## config.mk

```make
export PLATFORM = sky130hd
export DESIGN_NAME = mips_top
export DESIGN_NICKNAME = d
export VERILOG_FILES = /design/src/rtl/mips_pkg.sv /design/src/rtl/pipe_ifs.sv /design/src/rtl/mips_top.sv /design/src/rtl/memory_stage.sv /design/src/rtl/execute_stage.sv /design/src/rtl/decode_stage.sv /design/src/rtl/regfile.sv /design/src/rtl/fetch_stage.sv
export SDC_FILE = /design/constraint.sdc
export NUM_CORES = 2
export LEC_CHECK = 0
export CORE_UTILIZATION = 65
export CTS_BUF_LIST = sky130_fd_sc_hd__clkbuf_2 sky130_fd_sc_hd__clkbuf_4 sky130_fd_sc_hd__clkbuf_8
export DETAILED_ROUTE_END_ITERATION = 12
export DONT_BUFFER_PORTS = 1
export GPL_ROUTABILITY_DRIVEN = 0
export HOLD_SLACK_MARGIN = 0.12
export PLACE_DENSITY = 0.81
export REMOVE_ABC_BUFFERS = 1
export SLEW_MARGIN = 10
export SYNTH_ARGS = -nofsm -noshare
export SYNTH_HDL_FRONTEND = slang
export SYNTH_HIERARCHICAL = 1
export SYNTH_SLANG_ARGS = --single-unit
```

## constraint.sdc

```tcl
create_clock -name clk_i -period 4.77 [get_ports clk_i]
set_input_delay 0.2385 -clock clk_i [delete_from_list [all_inputs] [get_ports clk_i]]
set_output_delay 0.2385 -clock clk_i [all_outputs]
set_load 0.005 [all_outputs]
```

## src/rtl/mips_pkg.sv

```systemverilog
package mips_pkg;

    localparam int XLEN   = 32;
    localparam int REG_AW = 5;
    localparam int IMM_W  = 16;
    localparam int OP_W   = 6;
    localparam int BE_W   = 4;   // byte enables per data word

    typedef logic [XLEN-1:0]   word_t;
    typedef logic [XLEN-1:0]   addr_t;
    typedef logic [XLEN-1:0]   inst_t;
    typedef logic [REG_AW-1:0] reg_addr_t;
    typedef logic [IMM_W-1:0]  imm16_t;
    typedef logic [OP_W-1:0]   opcode_t;

    // major opcodes, inst[31:26]
    localparam opcode_t OP_SPECIAL = 6'h00;
    localparam opcode_t OP_ADDIU   = 6'h09;
    localparam opcode_t OP_ORI     = 6'h0d;
    localparam opcode_t OP_LUI     = 6'h0f;
    localparam opcode_t OP_LW      = 6'h23;
    localparam opcode_t OP_SW      = 6'h2b;

    // function field of SPECIAL, inst[5:0]
    localparam opcode_t FN_ADDU = 6'h21;
    localparam opcode_t FN_SUBU = 6'h23;
    localparam opcode_t FN_AND  = 6'h24;
    localparam opcode_t FN_OR   = 6'h25;
    localparam opcode_t FN_XOR  = 6'h26;
    localparam opcode_t FN_SLT  = 6'h2a;

    typedef enum logic [2:0] {
        ALU_ADD = 3'd0,
        ALU_SUB = 3'd1,
        ALU_AND = 3'd2,
        ALU_OR  = 3'd3,
        ALU_XOR = 3'd4,
        ALU_SLT = 3'd5,   // signed compare
        ALU_LUI = 3'd6
    } alu_op_e;

    localparam addr_t RESET_PC = 32'hbfc00000;   // boot vector in kseg1
    localparam addr_t PC_STEP  = 32'd4;

endpackage
```

## src/rtl/pipe_ifs.sv

```systemverilog
// ID/EX bundle
interface id_ex_if;
    import mips_pkg::*;

    addr_t     pc;
    word_t     op_a;
    word_t     op_b;
    word_t     st_data;
    alu_op_e   alu_op;
    reg_addr_t dest;
    logic      reg_we;
    logic      is_load;
    logic      is_store;

    modport src (output pc, op_a, op_b, st_data, alu_op, dest, reg_we, is_load, is_store);
    modport dst (input  pc, op_a, op_b, st_data, alu_op, dest, reg_we, is_load, is_store);
endinterface

// EX/MEM bundle where result doubles as the lw/sw address
interface ex_mem_if;
    import mips_pkg::*;

    addr_t     pc;
    word_t     result;
    word_t     st_data;
    reg_addr_t dest;
    logic      reg_we;
    logic      is_load;
    logic      is_store;

    modport src (output pc, result, st_data, dest, reg_we, is_load, is_store);
    modport dst (input  pc, result, st_data, dest, reg_we, is_load, is_store);
endinterface

// MEM/WB bundle
interface wb_if;
    import mips_pkg::*;

    addr_t     pc;
    reg_addr_t dest;
    word_t     data;
    logic      reg_we;

    modport src (output pc, dest, data, reg_we);
    modport dst (input  pc, dest, data, reg_we);
endinterface

```

## src/rtl/mips_top.sv

```systemverilog
module mips_top (
    input  logic                      clk_i,
    input  logic                      arst_n_i,

    output mips_pkg::addr_t           inst_sram_addr_o,
    input  mips_pkg::inst_t           inst_sram_rdata_i,

    output logic                      data_sram_ren_o,
    output logic [mips_pkg::BE_W-1:0] data_sram_wen_o,
    output mips_pkg::addr_t           data_sram_addr_o,
    output mips_pkg::word_t           data_sram_wdata_o,
    input  mips_pkg::word_t           data_sram_rdata_i,

    output mips_pkg::addr_t           debug_wb_pc_o,
    output logic [mips_pkg::BE_W-1:0] debug_wb_wen_o,
    output mips_pkg::reg_addr_t       debug_wb_num_o,
    output mips_pkg::word_t           debug_wb_data_o,

    input  logic                      inst_stall_i,
    input  logic                      data_stall_i
);
    import mips_pkg::*;

    logic      stall_all;
    logic      load_use;
    inst_t     if_id_inst;
    addr_t     if_id_pc;
    reg_addr_t rs_addr;
    reg_addr_t rt_addr;
    word_t     rs_data;
    word_t     rt_data;
    logic      ex_byp_we;
    reg_addr_t ex_byp_reg;
    word_t     ex_byp_data;
    logic      mem_byp_we;
    reg_addr_t mem_byp_reg;
    word_t     mem_byp_data;

    id_ex_if  id_ex ();
    ex_mem_if ex_mem ();
    wb_if     wb ();

    assign stall_all = inst_stall_i || data_stall_i;   // freezes every stage

    // one debug write per retired instruction
    assign debug_wb_wen_o  = stall_all ? '0 : {BE_W{wb.reg_we}};
    assign debug_wb_pc_o   = wb.pc;
    assign debug_wb_num_o  = wb.dest;
    assign debug_wb_data_o = wb.data;

    fetch_stage i_fetch (
        .clk_i      (clk_i),
        .arst_n_i   (arst_n_i),
        .stall_i    (stall_all),
        .load_use_i (load_use),
        .pc_o       (inst_sram_addr_o),
        .inst_i     (inst_sram_rdata_i),
        .id_inst_o  (if_id_inst),
        .id_pc_o    (if_id_pc)
    );

    regfile i_regfile (
        .clk_i     (clk_i),
        .arst_n_i  (arst_n_i),
        .rs_addr_i (rs_addr),
        .rt_addr_i (rt_addr),
        .rs_data_o (rs_data),
        .rt_data_o (rt_data),
        .wb        (wb.dst)
    );

    decode_stage i_decode (
        .clk_i          (clk_i),
        .arst_n_i       (arst_n_i),
        .stall_i        (stall_all),
        .inst_i         (if_id_inst),
        .pc_i           (if_id_pc),
        .rs_addr_o      (rs_addr),
        .rt_addr_o      (rt_addr),
        .rs_data_i      (rs_data),
        .rt_data_i      (rt_data),
        .ex_byp_we_i    (ex_byp_we),
        .ex_byp_reg_i   (ex_byp_reg),
        .ex_byp_data_i  (ex_byp_data),
        .mem_byp_we_i   (mem_byp_we),
        .mem_byp_reg_i  (mem_byp_reg),
        .mem_byp_data_i (mem_byp_data),
        .load_use_o     (load_use),
        .id_ex          (id_ex.src)
    );

    execute_stage i_execute (
        .clk_i      (clk_i),
        .arst_n_i   (arst_n_i),
        .stall_i    (stall_all),
        .id_ex      (id_ex.dst),
        .ex_mem     (ex_mem.src),
        .byp_we_o   (ex_byp_we),
        .byp_reg_o  (ex_byp_reg),
        .byp_data_o (ex_byp_data)
    );

    memory_stage i_memory (
        .clk_i       (clk_i),
        .arst_n_i    (arst_n_i),
        .stall_i     (stall_all),
        .ex_mem      (ex_mem.dst),
        .ram_ren_o   (data_sram_ren_o),
        .ram_wen_o   (data_sram_wen_o),
        .ram_addr_o  (data_sram_addr_o),
        .ram_wdata_o (data_sram_wdata_o),
        .ram_rdata_i (data_sram_rdata_i),
        .byp_we_o    (mem_byp_we),
        .byp_reg_o   (mem_byp_reg),
        .byp_data_o  (mem_byp_data),
        .wb          (wb.src)
    );

endmodule

```

## src/rtl/memory_stage.sv

```systemverilog
module memory_stage (
    input  logic                     clk_i,
    input  logic                     arst_n_i,
    input  logic                     stall_i,
    ex_mem_if.dst                    ex_mem,
    output logic                     ram_ren_o,
    output logic [mips_pkg::BE_W-1:0] ram_wen_o,
    output mips_pkg::addr_t          ram_addr_o,
    output mips_pkg::word_t          ram_wdata_o,
    input  mips_pkg::word_t          ram_rdata_i,
    output logic                     byp_we_o,
    output mips_pkg::reg_addr_t      byp_reg_o,
    output mips_pkg::word_t          byp_data_o,
    wb_if.src                        wb
);
    import mips_pkg::*;

    word_t wr_data;

    assign ram_ren_o   = ex_mem.is_load;
    assign ram_wen_o   = {BE_W{ex_mem.is_store}};   // word stores only
    assign ram_addr_o  = ex_mem.result;
    assign ram_wdata_o = ex_mem.st_data;

    assign wr_data = ex_mem.is_load ? ram_rdata_i : ex_mem.result;

    assign byp_we_o   = ex_mem.reg_we;
    assign byp_reg_o  = ex_mem.dest;
    assign byp_data_o = wr_data;

    always_ff @(posedge clk_i or negedge arst_n_i) begin
        if (!arst_n_i) begin
            wb.reg_we <= 1'b0;
        end else if (!stall_i) begin
            wb.reg_we <= ex_mem.reg_we;
        end
    end

    always_ff @(posedge clk_i) begin
        if (!stall_i) begin
            wb.pc   <= ex_mem.pc;
            wb.dest <= ex_mem.dest;
            wb.data <= wr_data;
        end
    end

endmodule

```

## src/rtl/execute_stage.sv

```systemverilog
module execute_stage (
    input  logic                clk_i,
    input  logic                arst_n_i,
    input  logic                stall_i,
    id_ex_if.dst                id_ex,
    ex_mem_if.src               ex_mem,
    output logic                byp_we_o,
    output mips_pkg::reg_addr_t byp_reg_o,
    output mips_pkg::word_t     byp_data_o
);
    import mips_pkg::*;

    word_t result;

    always_comb begin
        case (id_ex.alu_op)
            ALU_ADD: result = id_ex.op_a + id_ex.op_b;
            ALU_SUB: result = id_ex.op_a - id_ex.op_b;
            ALU_AND: result = id_ex.op_a & id_ex.op_b;
            ALU_OR:  result = id_ex.op_a | id_ex.op_b;
            ALU_XOR: result = id_ex.op_a ^ id_ex.op_b;
            ALU_SLT: result = {31'd0, $signed(id_ex.op_a) < $signed(id_ex.op_b)};
            ALU_LUI: result = {id_ex.op_b[15:0], 16'h0000};
            default: result = '0;
        endcase
    end

    // a load only has its address here
    assign byp_we_o   = id_ex.reg_we && !id_ex.is_load;
    assign byp_reg_o  = id_ex.dest;
    assign byp_data_o = result;

    always_ff @(posedge clk_i or negedge arst_n_i) begin
        if (!arst_n_i) begin
            ex_mem.reg_we   <= 1'b0;
            ex_mem.is_load  <= 1'b0;
            ex_mem.is_store <= 1'b0;
        end else if (!stall_i) begin
            ex_mem.reg_we   <= id_ex.reg_we;
            ex_mem.is_load  <= id_ex.is_load;
            ex_mem.is_store <= id_ex.is_store;
        end
    end

    always_ff @(posedge clk_i) begin
        if (!stall_i) begin
            ex_mem.pc      <= id_ex.pc;
            ex_mem.result  <= result;
            ex_mem.st_data <= id_ex.st_data;
            ex_mem.dest    <= id_ex.dest;
        end
    end

endmodule

```

## src/rtl/decode_stage.sv

```systemverilog
module decode_stage (
    input  logic                clk_i,
    input  logic                arst_n_i,
    input  logic                stall_i,
    input  mips_pkg::inst_t     inst_i,
    input  mips_pkg::addr_t     pc_i,
    output mips_pkg::reg_addr_t rs_addr_o,
    output mips_pkg::reg_addr_t rt_addr_o,
    input  mips_pkg::word_t     rs_data_i,
    input  mips_pkg::word_t     rt_data_i,
    input  logic                ex_byp_we_i,
    input  mips_pkg::reg_addr_t ex_byp_reg_i,
    input  mips_pkg::word_t     ex_byp_data_i,
    input  logic                mem_byp_we_i,
    input  mips_pkg::reg_addr_t mem_byp_reg_i,
    input  mips_pkg::word_t     mem_byp_data_i,
    output logic                load_use_o,
    id_ex_if.src                id_ex
);
    import mips_pkg::*;

    opcode_t   op;
    opcode_t   fn;
    reg_addr_t rs;
    reg_addr_t rt;
    reg_addr_t rd;
    imm16_t    imm;

    alu_op_e   alu_op;
    reg_addr_t dst;
    logic      reg_we;
    logic      is_load;
    logic      is_store;
    logic      use_rs;
    logic      use_rt;
    logic      b_is_imm;
    logic      imm_zext;
    word_t     imm_ext;
    word_t     rs_val;
    word_t     rt_val;

    assign op  = inst_i[31:26];
    assign rs  = inst_i[25:21];
    assign rt  = inst_i[20:16];
    assign rd  = inst_i[15:11];
    assign fn  = inst_i[5:0];
    assign imm = inst_i[15:0];

    assign rs_addr_o = rs;
    assign rt_addr_o = rt;

    always_comb begin
        alu_op   = ALU_ADD;
        dst      = rt;
        reg_we   = 1'b0;
        is_load  = 1'b0;
        is_store = 1'b0;
        use_rs   = 1'b0;
        use_rt   = 1'b0;
        b_is_imm = 1'b1;
        imm_zext = 1'b0;
        case (op)
            OP_SPECIAL: begin
                dst      = rd;
                b_is_imm = 1'b0;
                reg_we   = 1'b1;
                use_rs   = 1'b1;
                use_rt   = 1'b1;
                case (fn)
                    FN_ADDU: alu_op = ALU_ADD;
                    FN_SUBU: alu_op = ALU_SUB;
                    FN_AND:  alu_op = ALU_AND;
                    FN_OR:   alu_op = ALU_OR;
                    FN_XOR:  alu_op = ALU_XOR;
                    FN_SLT:  alu_op = ALU_SLT;
                    default: begin
                        reg_we = 1'b0;   // unsupported funct is a no-op
                        use_rs = 1'b0;
                        use_rt = 1'b0;
                    end
                endcase
            end
            OP_ADDIU: begin
                reg_we = 1'b1;
                use_rs = 1'b1;
            end
            OP_ORI: begin
                alu_op   = ALU_OR;
                imm_zext = 1'b1;
                reg_we   = 1'b1;
                use_rs   = 1'b1;
            end
            OP_LUI: begin
                alu_op   = ALU_LUI;
                imm_zext = 1'b1;
                reg_we   = 1'b1;
            end
            OP_LW: begin
                is_load = 1'b1;
                reg_we  = 1'b1;
                use_rs  = 1'b1;
            end
            OP_SW: begin
                is_store = 1'b1;
                use_rs   = 1'b1;
                use_rt   = 1'b1;   // store data
            end
            default: ;
        endcase
        if (dst == '0) begin
            reg_we = 1'b0;
        end
    end

    assign imm_ext = imm_zext ? {16'h0000, imm} : {{16{imm[15]}}, imm};

    // EX beats MEM beats the register file
    assign rs_val = (ex_byp_we_i  && ex_byp_reg_i  == rs) ? ex_byp_data_i  :
                    (mem_byp_we_i && mem_byp_reg_i == rs) ? mem_byp_data_i : rs_data_i;
    assign rt_val = (ex_byp_we_i  && ex_byp_reg_i  == rt) ? ex_byp_data_i  :
                    (mem_byp_we_i && mem_byp_reg_i == rt) ? mem_byp_data_i : rt_data_i;

    // load in EX has no value yet
    assign load_use_o = id_ex.is_load && id_ex.reg_we &&
                        ((use_rs && rs == id_ex.dest) || (use_rt && rt == id_ex.dest));

    always_ff @(posedge clk_i or negedge arst_n_i) begin
        if (!arst_n_i) begin
            id_ex.reg_we   <= 1'b0;
            id_ex.is_load  <= 1'b0;
            id_ex.is_store <= 1'b0;
        end else if (!stall_i) begin
            id_ex.reg_we   <= reg_we   && !load_use_o;   // bubble on load-use
            id_ex.is_load  <= is_load  && !load_use_o;
            id_ex.is_store <= is_store && !load_use_o;
        end
    end

    always_ff @(posedge clk_i) begin
        if (!stall_i) begin
            id_ex.pc      <= pc_i;
            id_ex.op_a    <= rs_val;
            id_ex.op_b    <= b_is_imm ? imm_ext : rt_val;
            id_ex.st_data <= rt_val;
            id_ex.alu_op  <= alu_op;
            id_ex.dest    <= dst;
        end
    end

endmodule

```

## src/rtl/regfile.sv

```systemverilog
module regfile (
    input  logic                clk_i,
    input  logic                arst_n_i,
    input  mips_pkg::reg_addr_t rs_addr_i,
    input  mips_pkg::reg_addr_t rt_addr_i,
    output mips_pkg::word_t     rs_data_o,
    output mips_pkg::word_t     rt_data_o,
    wb_if.dst                   wb
);
    import mips_pkg::*;

    word_t gpr [1:31];   // $0 is not stored

    always_ff @(posedge clk_i or negedge arst_n_i) begin
        if (!arst_n_i) begin
            for (int i = 1; i < 32; i++) begin
                gpr[i] <= '0;
            end
        end else if (wb.reg_we && wb.dest != '0) begin
            gpr[wb.dest] <= wb.data;
        end
    end

    // write-through so ID sees the value retiring this cycle
    always_comb begin
        if (rs_addr_i == '0)                          rs_data_o = '0;
        else if (wb.reg_we && wb.dest == rs_addr_i)   rs_data_o = wb.data;
        else                                          rs_data_o = gpr[rs_addr_i];

        if (rt_addr_i == '0)                          rt_data_o = '0;
        else if (wb.reg_we && wb.dest == rt_addr_i)   rt_data_o = wb.data;
        else                                          rt_data_o = gpr[rt_addr_i];
    end

endmodule

```

## src/rtl/fetch_stage.sv

```systemverilog
module fetch_stage (
    input  logic            clk_i,
    input  logic            arst_n_i,
    input  logic            stall_i,
    input  logic            load_use_i,
    output mips_pkg::addr_t pc_o,
    input  mips_pkg::inst_t inst_i,
    output mips_pkg::inst_t id_inst_o,
    output mips_pkg::addr_t id_pc_o
);
    import mips_pkg::*;

    addr_t pc_q;
    logic  advance;

    assign advance = !stall_i && !load_use_i;
    assign pc_o    = pc_q;

    always_ff @(posedge clk_i or negedge arst_n_i) begin
        if (!arst_n_i) begin
            pc_q <= RESET_PC;
        end else if (advance) begin
            pc_q <= pc_q + PC_STEP;   // no branches, straight line only
        end
    end

    // all-zero word decodes as a no-op, so reset leaves a bubble in ID
    always_ff @(posedge clk_i or negedge arst_n_i) begin
        if (!arst_n_i) begin
            id_inst_o <= '0;
        end else if (advance) begin
            id_inst_o <= inst_i;
        end
    end

    always_ff @(posedge clk_i) begin
        if (advance) begin
            id_pc_o <= pc_q;
        end
    end

endmodule

```

; Yosys cells after proc, flatten, opt, wreduce, memory -nomap -nowiden
; Index checks and enable logic that the tools add are counted.
[word_totals]
ff_bits = 1401
latchBits = 0
mem_bits_rw = 0
mem_bits_ro = 0
inputBits = 68
out_inout_bits = 174
word_cells = 158
mem_count = 0
[classes]
n_addsub = 3
mul = 0
n_div = 0
n_lt_le_gt_ge = 5
n_eq_ne = 25
shifts = 0
muxes = 33
n_bitwise = 6
n_reduce_logical = 32
[op_table]
columns = cell, n
row1 = bitwise mux 992 bit, 1
row2 = 2-to-1 mux 32 bit, 16
row3 = binary-select mux 32 bit (select 5 bit), 2
row4 = one-hot mux 32 bit (7 select lines), 1
row5 = demux 32 bit (select 5 bit), 1
row6 = "equality test 6 bit, second input constant", 8
row7 = equality test 5 bit, 8
row8 = "adder 32 x 3 -> 32 bit, second input constant", 1
row9 = adder 32 bit, 1
row10 = AND 32 bit, 1
row11 = < comparator 32 bit, 1
row12 = bitwise OR 32 bit, 1
row13 = subtractor 32 bit, 1
row14 = XOR 32 bit, 1
row15 = "equality test 6 x 4 -> 1 bit, second input constant", 3
row16 = ">= comparator 6 bit, second input constant", 3
row17 = NOT 5 -> 6 bit, 3
row18 = logical AND 1 bit, 17
row19 = logical NOT 5 bit, 3
row20 = one-hot mux 3 bit (5 select lines), 1
row21 = "equality test 3 bit, second input constant", 3
row22 = one-hot mux 3 bit (3 select lines), 1
row23 = OR reduction 4 bit, 2
row24 = "equality test 3 x 2 -> 1 bit, second input constant", 2
row25 = other kinds (13), 22

; Longest topological paths before layout
[depth]
word_depth = 9
depth_mapped = 14
ltp_nobuf = 14

; Hierarchy
; The synthesis kept the hierarchy.
[modules_own_cells]
columns = module, instances, cells_per_inst, area_each_um2, seq_area_each_um2
row1 = regfile, 1, 3731, 54139.4, 24823.8
row2 = execute_stage, 1, 940, 8545.7, 3108.0
row3 = decode_stage, 1, 570, 6886.6, 4159.0
row4 = fetch_stage, 1, 217, 3499.6, 2463.6
row5 = memory_stage, 1, 183, 3219.3, 2097.0
row6 = mips_top, 1, 5, 36.3, 0.0

; Worst setup path after synthesis
; OpenSTA, ideal clock, no wires.
[synth_path]
path_kind = input -> register
startpoint = input port data_stall_i
endpoint = register i_decode.id_ex.reg_we
setup_ns = 0.119
t_arrival_ns = 3.737
required_time_ns = 4.651
slack_ns = 0.914
cell_stages = 4
n_path_buf = 0
cell_sequence = or2_1 inv_1 o2bb2ai_1 a21oi_1
[synth_via]
elab_chain_cells = 1
[synth_lines]
columns = item, line
row1 = "start, declared", mips_top.sv:20  ; input logic data_stall_i
row2 = logical OR 1 bit, mips_top.sv:43  ; assign stall_all = inst_stall_i || data_stall_i;
row3 = "end, declared", pipe_ifs.sv:15  ; modport src (output pc, op_a, op_b, st_data, alu_op, dest, reg_we, is_load, is_store);
; No other way between the ends.
; A chain may end at the register's enable or synchronous reset.

; Worst setup path in the final report
[layout_path]
startpoint = register i_fetch.id_inst_o[20]
endpoint = register i_fetch.id_inst_o[1]
[layout_via]
elab_chain_cells = 6
[layout_lines]
columns = item, line
row1 = "start, declared", fetch_stage.sv:8  ; output mips_pkg::inst_t id_inst_o,
row2 = "start signal, assigned", fetch_stage.sv:32  ; id_inst_o <= inst_i;
row3 = equality test 5 bit, decode_stage.sv:125  ; ((use_rs && rs == id_ex.dest) || (use_rt && rt == id_ex.dest));
row4 = logical AND 1 bit, decode_stage.sv:125
row5 = logical OR 1 bit, decode_stage.sv:125
row6 = logical AND 1 bit, decode_stage.sv:124  ; assign load_use_o = id_ex.is_load && id_ex.reg_we &&
row7 = net load_use, mips_top.sv:25  ; logic load_use;
row8 = logical NOT 1 bit, fetch_stage.sv:16  ; assign advance = !stall_i && !load_use_i;
row9 = logical AND 1 bit, fetch_stage.sv:16
; The timed path passes the listed nets, and every way through them passes these cells.

==> results.md <==
- P&R area growth vs syn: 8.99%
- Initial DRC Count: 7780
- Synth async-reset ratio: 75.9%
- Total GRT Usage: 42.4%
- Cell Count, Final, Fillers Out: 7296
- Net Switching: 0.0123 W
- Achievable Freq: 0.236 GHz
- Top cell by count, worst path: buf_4
- CP Data Required Time: 5600 ps
- Die W: 345 um
- Unrepaired setup endpoints after global routing: false
- Final WL: 251 mm
- Max cap viols: 0
- Gate Count Post-Synth: 5646
- Pwr dens: 463 mW/mm2
- Maximum vdd drop: 0.377 mV
- Post-synth EDFFs: 336
- Layout cell share with drive strength beyond 1: 39.3%
- Hold Path Class: in -> reg
- Final setup fails: 0
- Reg2reg path depth: 9
- Via count: 54237
- Slowest stage delay, CP: 740 ps
- CTS tree: yes
- Critical path cell sequence: buf_4 -> xor2_1 -> nor3_1 -> a22oi_1 -> a31oi_1 -> nor2_4 -> buf_4 -> mux2_2 -> dlygate4sd3_1
- Site Rows: 125
- Post-DRT Antenna Nets: 0
- Core ar.: 0.116 mm2
- Largest net degree at the start of global routing: 1062
- Commonest cells post-synth: 1108 x mux2_2, 1052 x dfrtp_1, 408 x mux4_2, 336 x edfxtp_1, 322 x nand2_1
- R2r endpoint: i_fetch/id_inst_o[1]
- Internal Power: 0.0261 W
- Startpoint types: flip-flop
- Vias in the first global route: 53352
- Sequential-to-total area share from yosys stat: 48.0%
- DR pass1 iterations: 13
- Top_reg_cell synth: dfrtp_1
- Die ar.: 0.119 mm2
- WS Path Type: reg -> reg
- Ys Warns: 6
- Crit path to: i_fetch/id_inst_o[1]
- Antenna violations before repair: 17
- Final hold violations: 0
- Top cell type's share of synthesized area: 34.5%
- Clock Power Share: 28.6%
- Initial Utilization: 65.6%
- Critical Path Start: i_fetch/id_inst_o[20]
- Status: complete, no violations
- Slowest stage cell, crit path: dfrtp_4
- Worst setup EP type: flip-flop
- Reg2Reg Setup Slack: 540 ps
- Post-DP HPWL: 150 mm
- Most common cell in the netlist: mux2_2
- Total CTS buffers: 218
- R2r startpoint: i_fetch/id_inst_o[20]
- # nets final: 5738
- Combinational fraction of design power: 27.4%
- Reg power frac: 44.0%
- Routed wire per std cell: 34.4 um
- Die height: 345 um
- Synthesized area: 0.0763 mm2
- Avg Inst Size Synth: 13.5 um2
- Drt via density: 7.43
- Synth Register Bits: 1397
- Clock transition at path regs: 70 ps
- Cell taking the most area after synthesis: dfrtp_1
- Dpl cells: 6737
- Crit-path max FO: 61
- Fin crit share: 88.7%
- Tmin final: 4230 ps
- Ports: 242
- Netlist cell types: 107
- Max_slew headroom: 8.91%
- Final worst slack: 541 ps
- Clk Latency, worst-skew pair: 960 ps
- Lkg Pwr: 35.3 nW
- Clock Sinks: 1397
- Slew @ Worst Pin: 1360 ps
- Post-CTS Repair Setup Buffers: 0
- H-tree depth: 4
- Clock root buffer master: clkbuf_8
- CTS max path bufs: 3
- Max-slew violations: 0
- DRC Markers: 0
- Synth area leaders: dfrtp_1 34%, mux2_2 16%, edfxtp_1 13%
- Clk_skew: 63.2 ps
- WP data arrival: 5050 ps
- Global-route wire length before repair: 363 mm
- Total grt overflow: 0
- Switching part of the total power: 32.0%
- IO Port Bufs: 0
- Place WS: 832 ps
- Hold depth: 2
metrics by stage:
| step | total power (W) | TNS [ps] | hold WS (ps) | util (%) | area (um2) |
|---|---|---|---|---|---|
| 2_1_floorplan | 0.0243 | -1373190 | -57.1 | - | 73100 |
| 3_3_place_gp | 0.0263 | 0 | -9.78 | 66.1 | 76900 |
| 3_5_place_dp | 0.0268 | 0 | -18.3 | 66.1 | 76900 |
| 4_1_cts | 0.0378 | 0 | -1060 | 71.3 | 82900 |
| 5_1_grt | 0.0398 | 0 | 173 | 71.5 | 83200 |
| 6_report | 0.0385 | 0 | 203 | 71.5 | 83200 |
power groups by stage:
stage | combinational, W | sequential, W | clock, W
floorplan | 0.00756 | 0.0167 | 0
global placement | 0.00956 | 0.0167 | 0
detailed placement | 0.00983 | 0.0170 | 0
CTS | 0.0100 | 0.0168 | 0.0110
global route | 0.0110 | 0.0172 | 0.0116
finish | 0.0106 | 0.0169 | 0.0110
cell families after synthesis:
family / synth area share, %
adder cells (fa/ha/maj): 1.64
buffers and inverters: 4.84
multiplexers: 32.0
AO/OA/AOI/OAI: 7.77
flip-flops: 48.0
other: 0.00491
AND/OR/NAND/NOR: 4.73
XOR/XNOR: 0.987
worst max-delay path, delay by kind of cell, from the launching register on:
kind            cells  cell delay [ps]
compound gates      2              440
xor+xnor            1              180
buf+inv             3             1720
flops               1              740
mux                 1              420
simple gates        2              460
per-layer routing:
metal	part of all wire (%)	routed length, um	vias to the layer above	global-route usage [%]
li1	-	-	21265	-
met1	34	85500	27358	54.0
met2	43	109000	4368	60.7
met3	14	35700	1226	14.9
met4	8.3	20800	20	30.0
met5	0.087	219	-	0.601
flip-flops by register name, summed over array words and instances, names as in the netlist, 32 cells and up:
register and flops:
i_regfile/gpr 992, i_decode/id_ex.op_b 32, i_execute/ex_mem.st_data 32, i_decode/id_ex.pc 32
i_decode/id_ex.op_a 32, i_decode/id_ex.st_data 32, i_memory/wb.data 32, i_memory/wb.pc 32
i_execute/ex_mem.result 32, i_fetch/id_inst_o 32, i_execute/ex_mem.pc 32
layout make-up:
cell class	instances	area, um2
Multi-Input combinational cell	3539	36300
Inverter	115	443
Sequential cell	1397	36700
Tap cell	1524	1910
Antenna cell	18	45.0
Timing Repair Buffer	300	3050
Clock inverter	55	493
Fill cell	7458	33200
Clock buffer	348	4280
how the worst min path moves through the flow:
stage          slack, ps             startpoint                     end
2_1_floorplan        -60               arst_n_i  i_decode/id_ex.is_load
6_report             200  data_sram_rdata_i[25]    i_memory/wb.data[25]
4_1_cts            -1060               arst_n_i        i_fetch/pc_o[15]
5_1_grt              170  data_sram_rdata_i[25]    i_memory/wb.data[25]
3_5_place_dp         -20               arst_n_i        i_fetch/pc_o[17]
3_3_place_gp         -10               arst_n_i        i_fetch/pc_o[17]
what timing repair did:
| action | 4_1_cts | 5_1_grt |
|---|---|---|
| endpoints found under the hold margin | 1219 | 215 |
| hold buffers | 128 | 4 |
| gates resized for setup | 0 | 0 |
| endpoints found under the setup margin | 0 | 0 |
cells in the final DEF, fill, tap and decap left out, types with 20 or more instances in the layout:
master and instances:
nand4_1 24, xor2_1 39, mux2_4 30, nor2_1 132
a31oi_1 60, o31ai_1 27, a221oi_2 27, inv_1 109
clkbuf_4 82, o21ai_0 147, o221a_2 22, mux2i_1 225
mux4_2 408, o211ai_1 81, a21oi_1 119, dlygate4sd3_1 130
dfrtp_1 1041, clkinv_2 20, a221o_1 24, nand2_1 306
nand2b_1 27, and3_1 23, edfxtp_1 336, clkbuf_8 266
mux2_2 1108, buf_4 136, o22ai_1 32, a221oi_1 21
a22oi_1 56, ha_1 97, a211oi_1 30, buf_12 28
xnor2_1 46, o2111ai_1 29, nand3_1 86
Power figures use the tool's default switching activity.
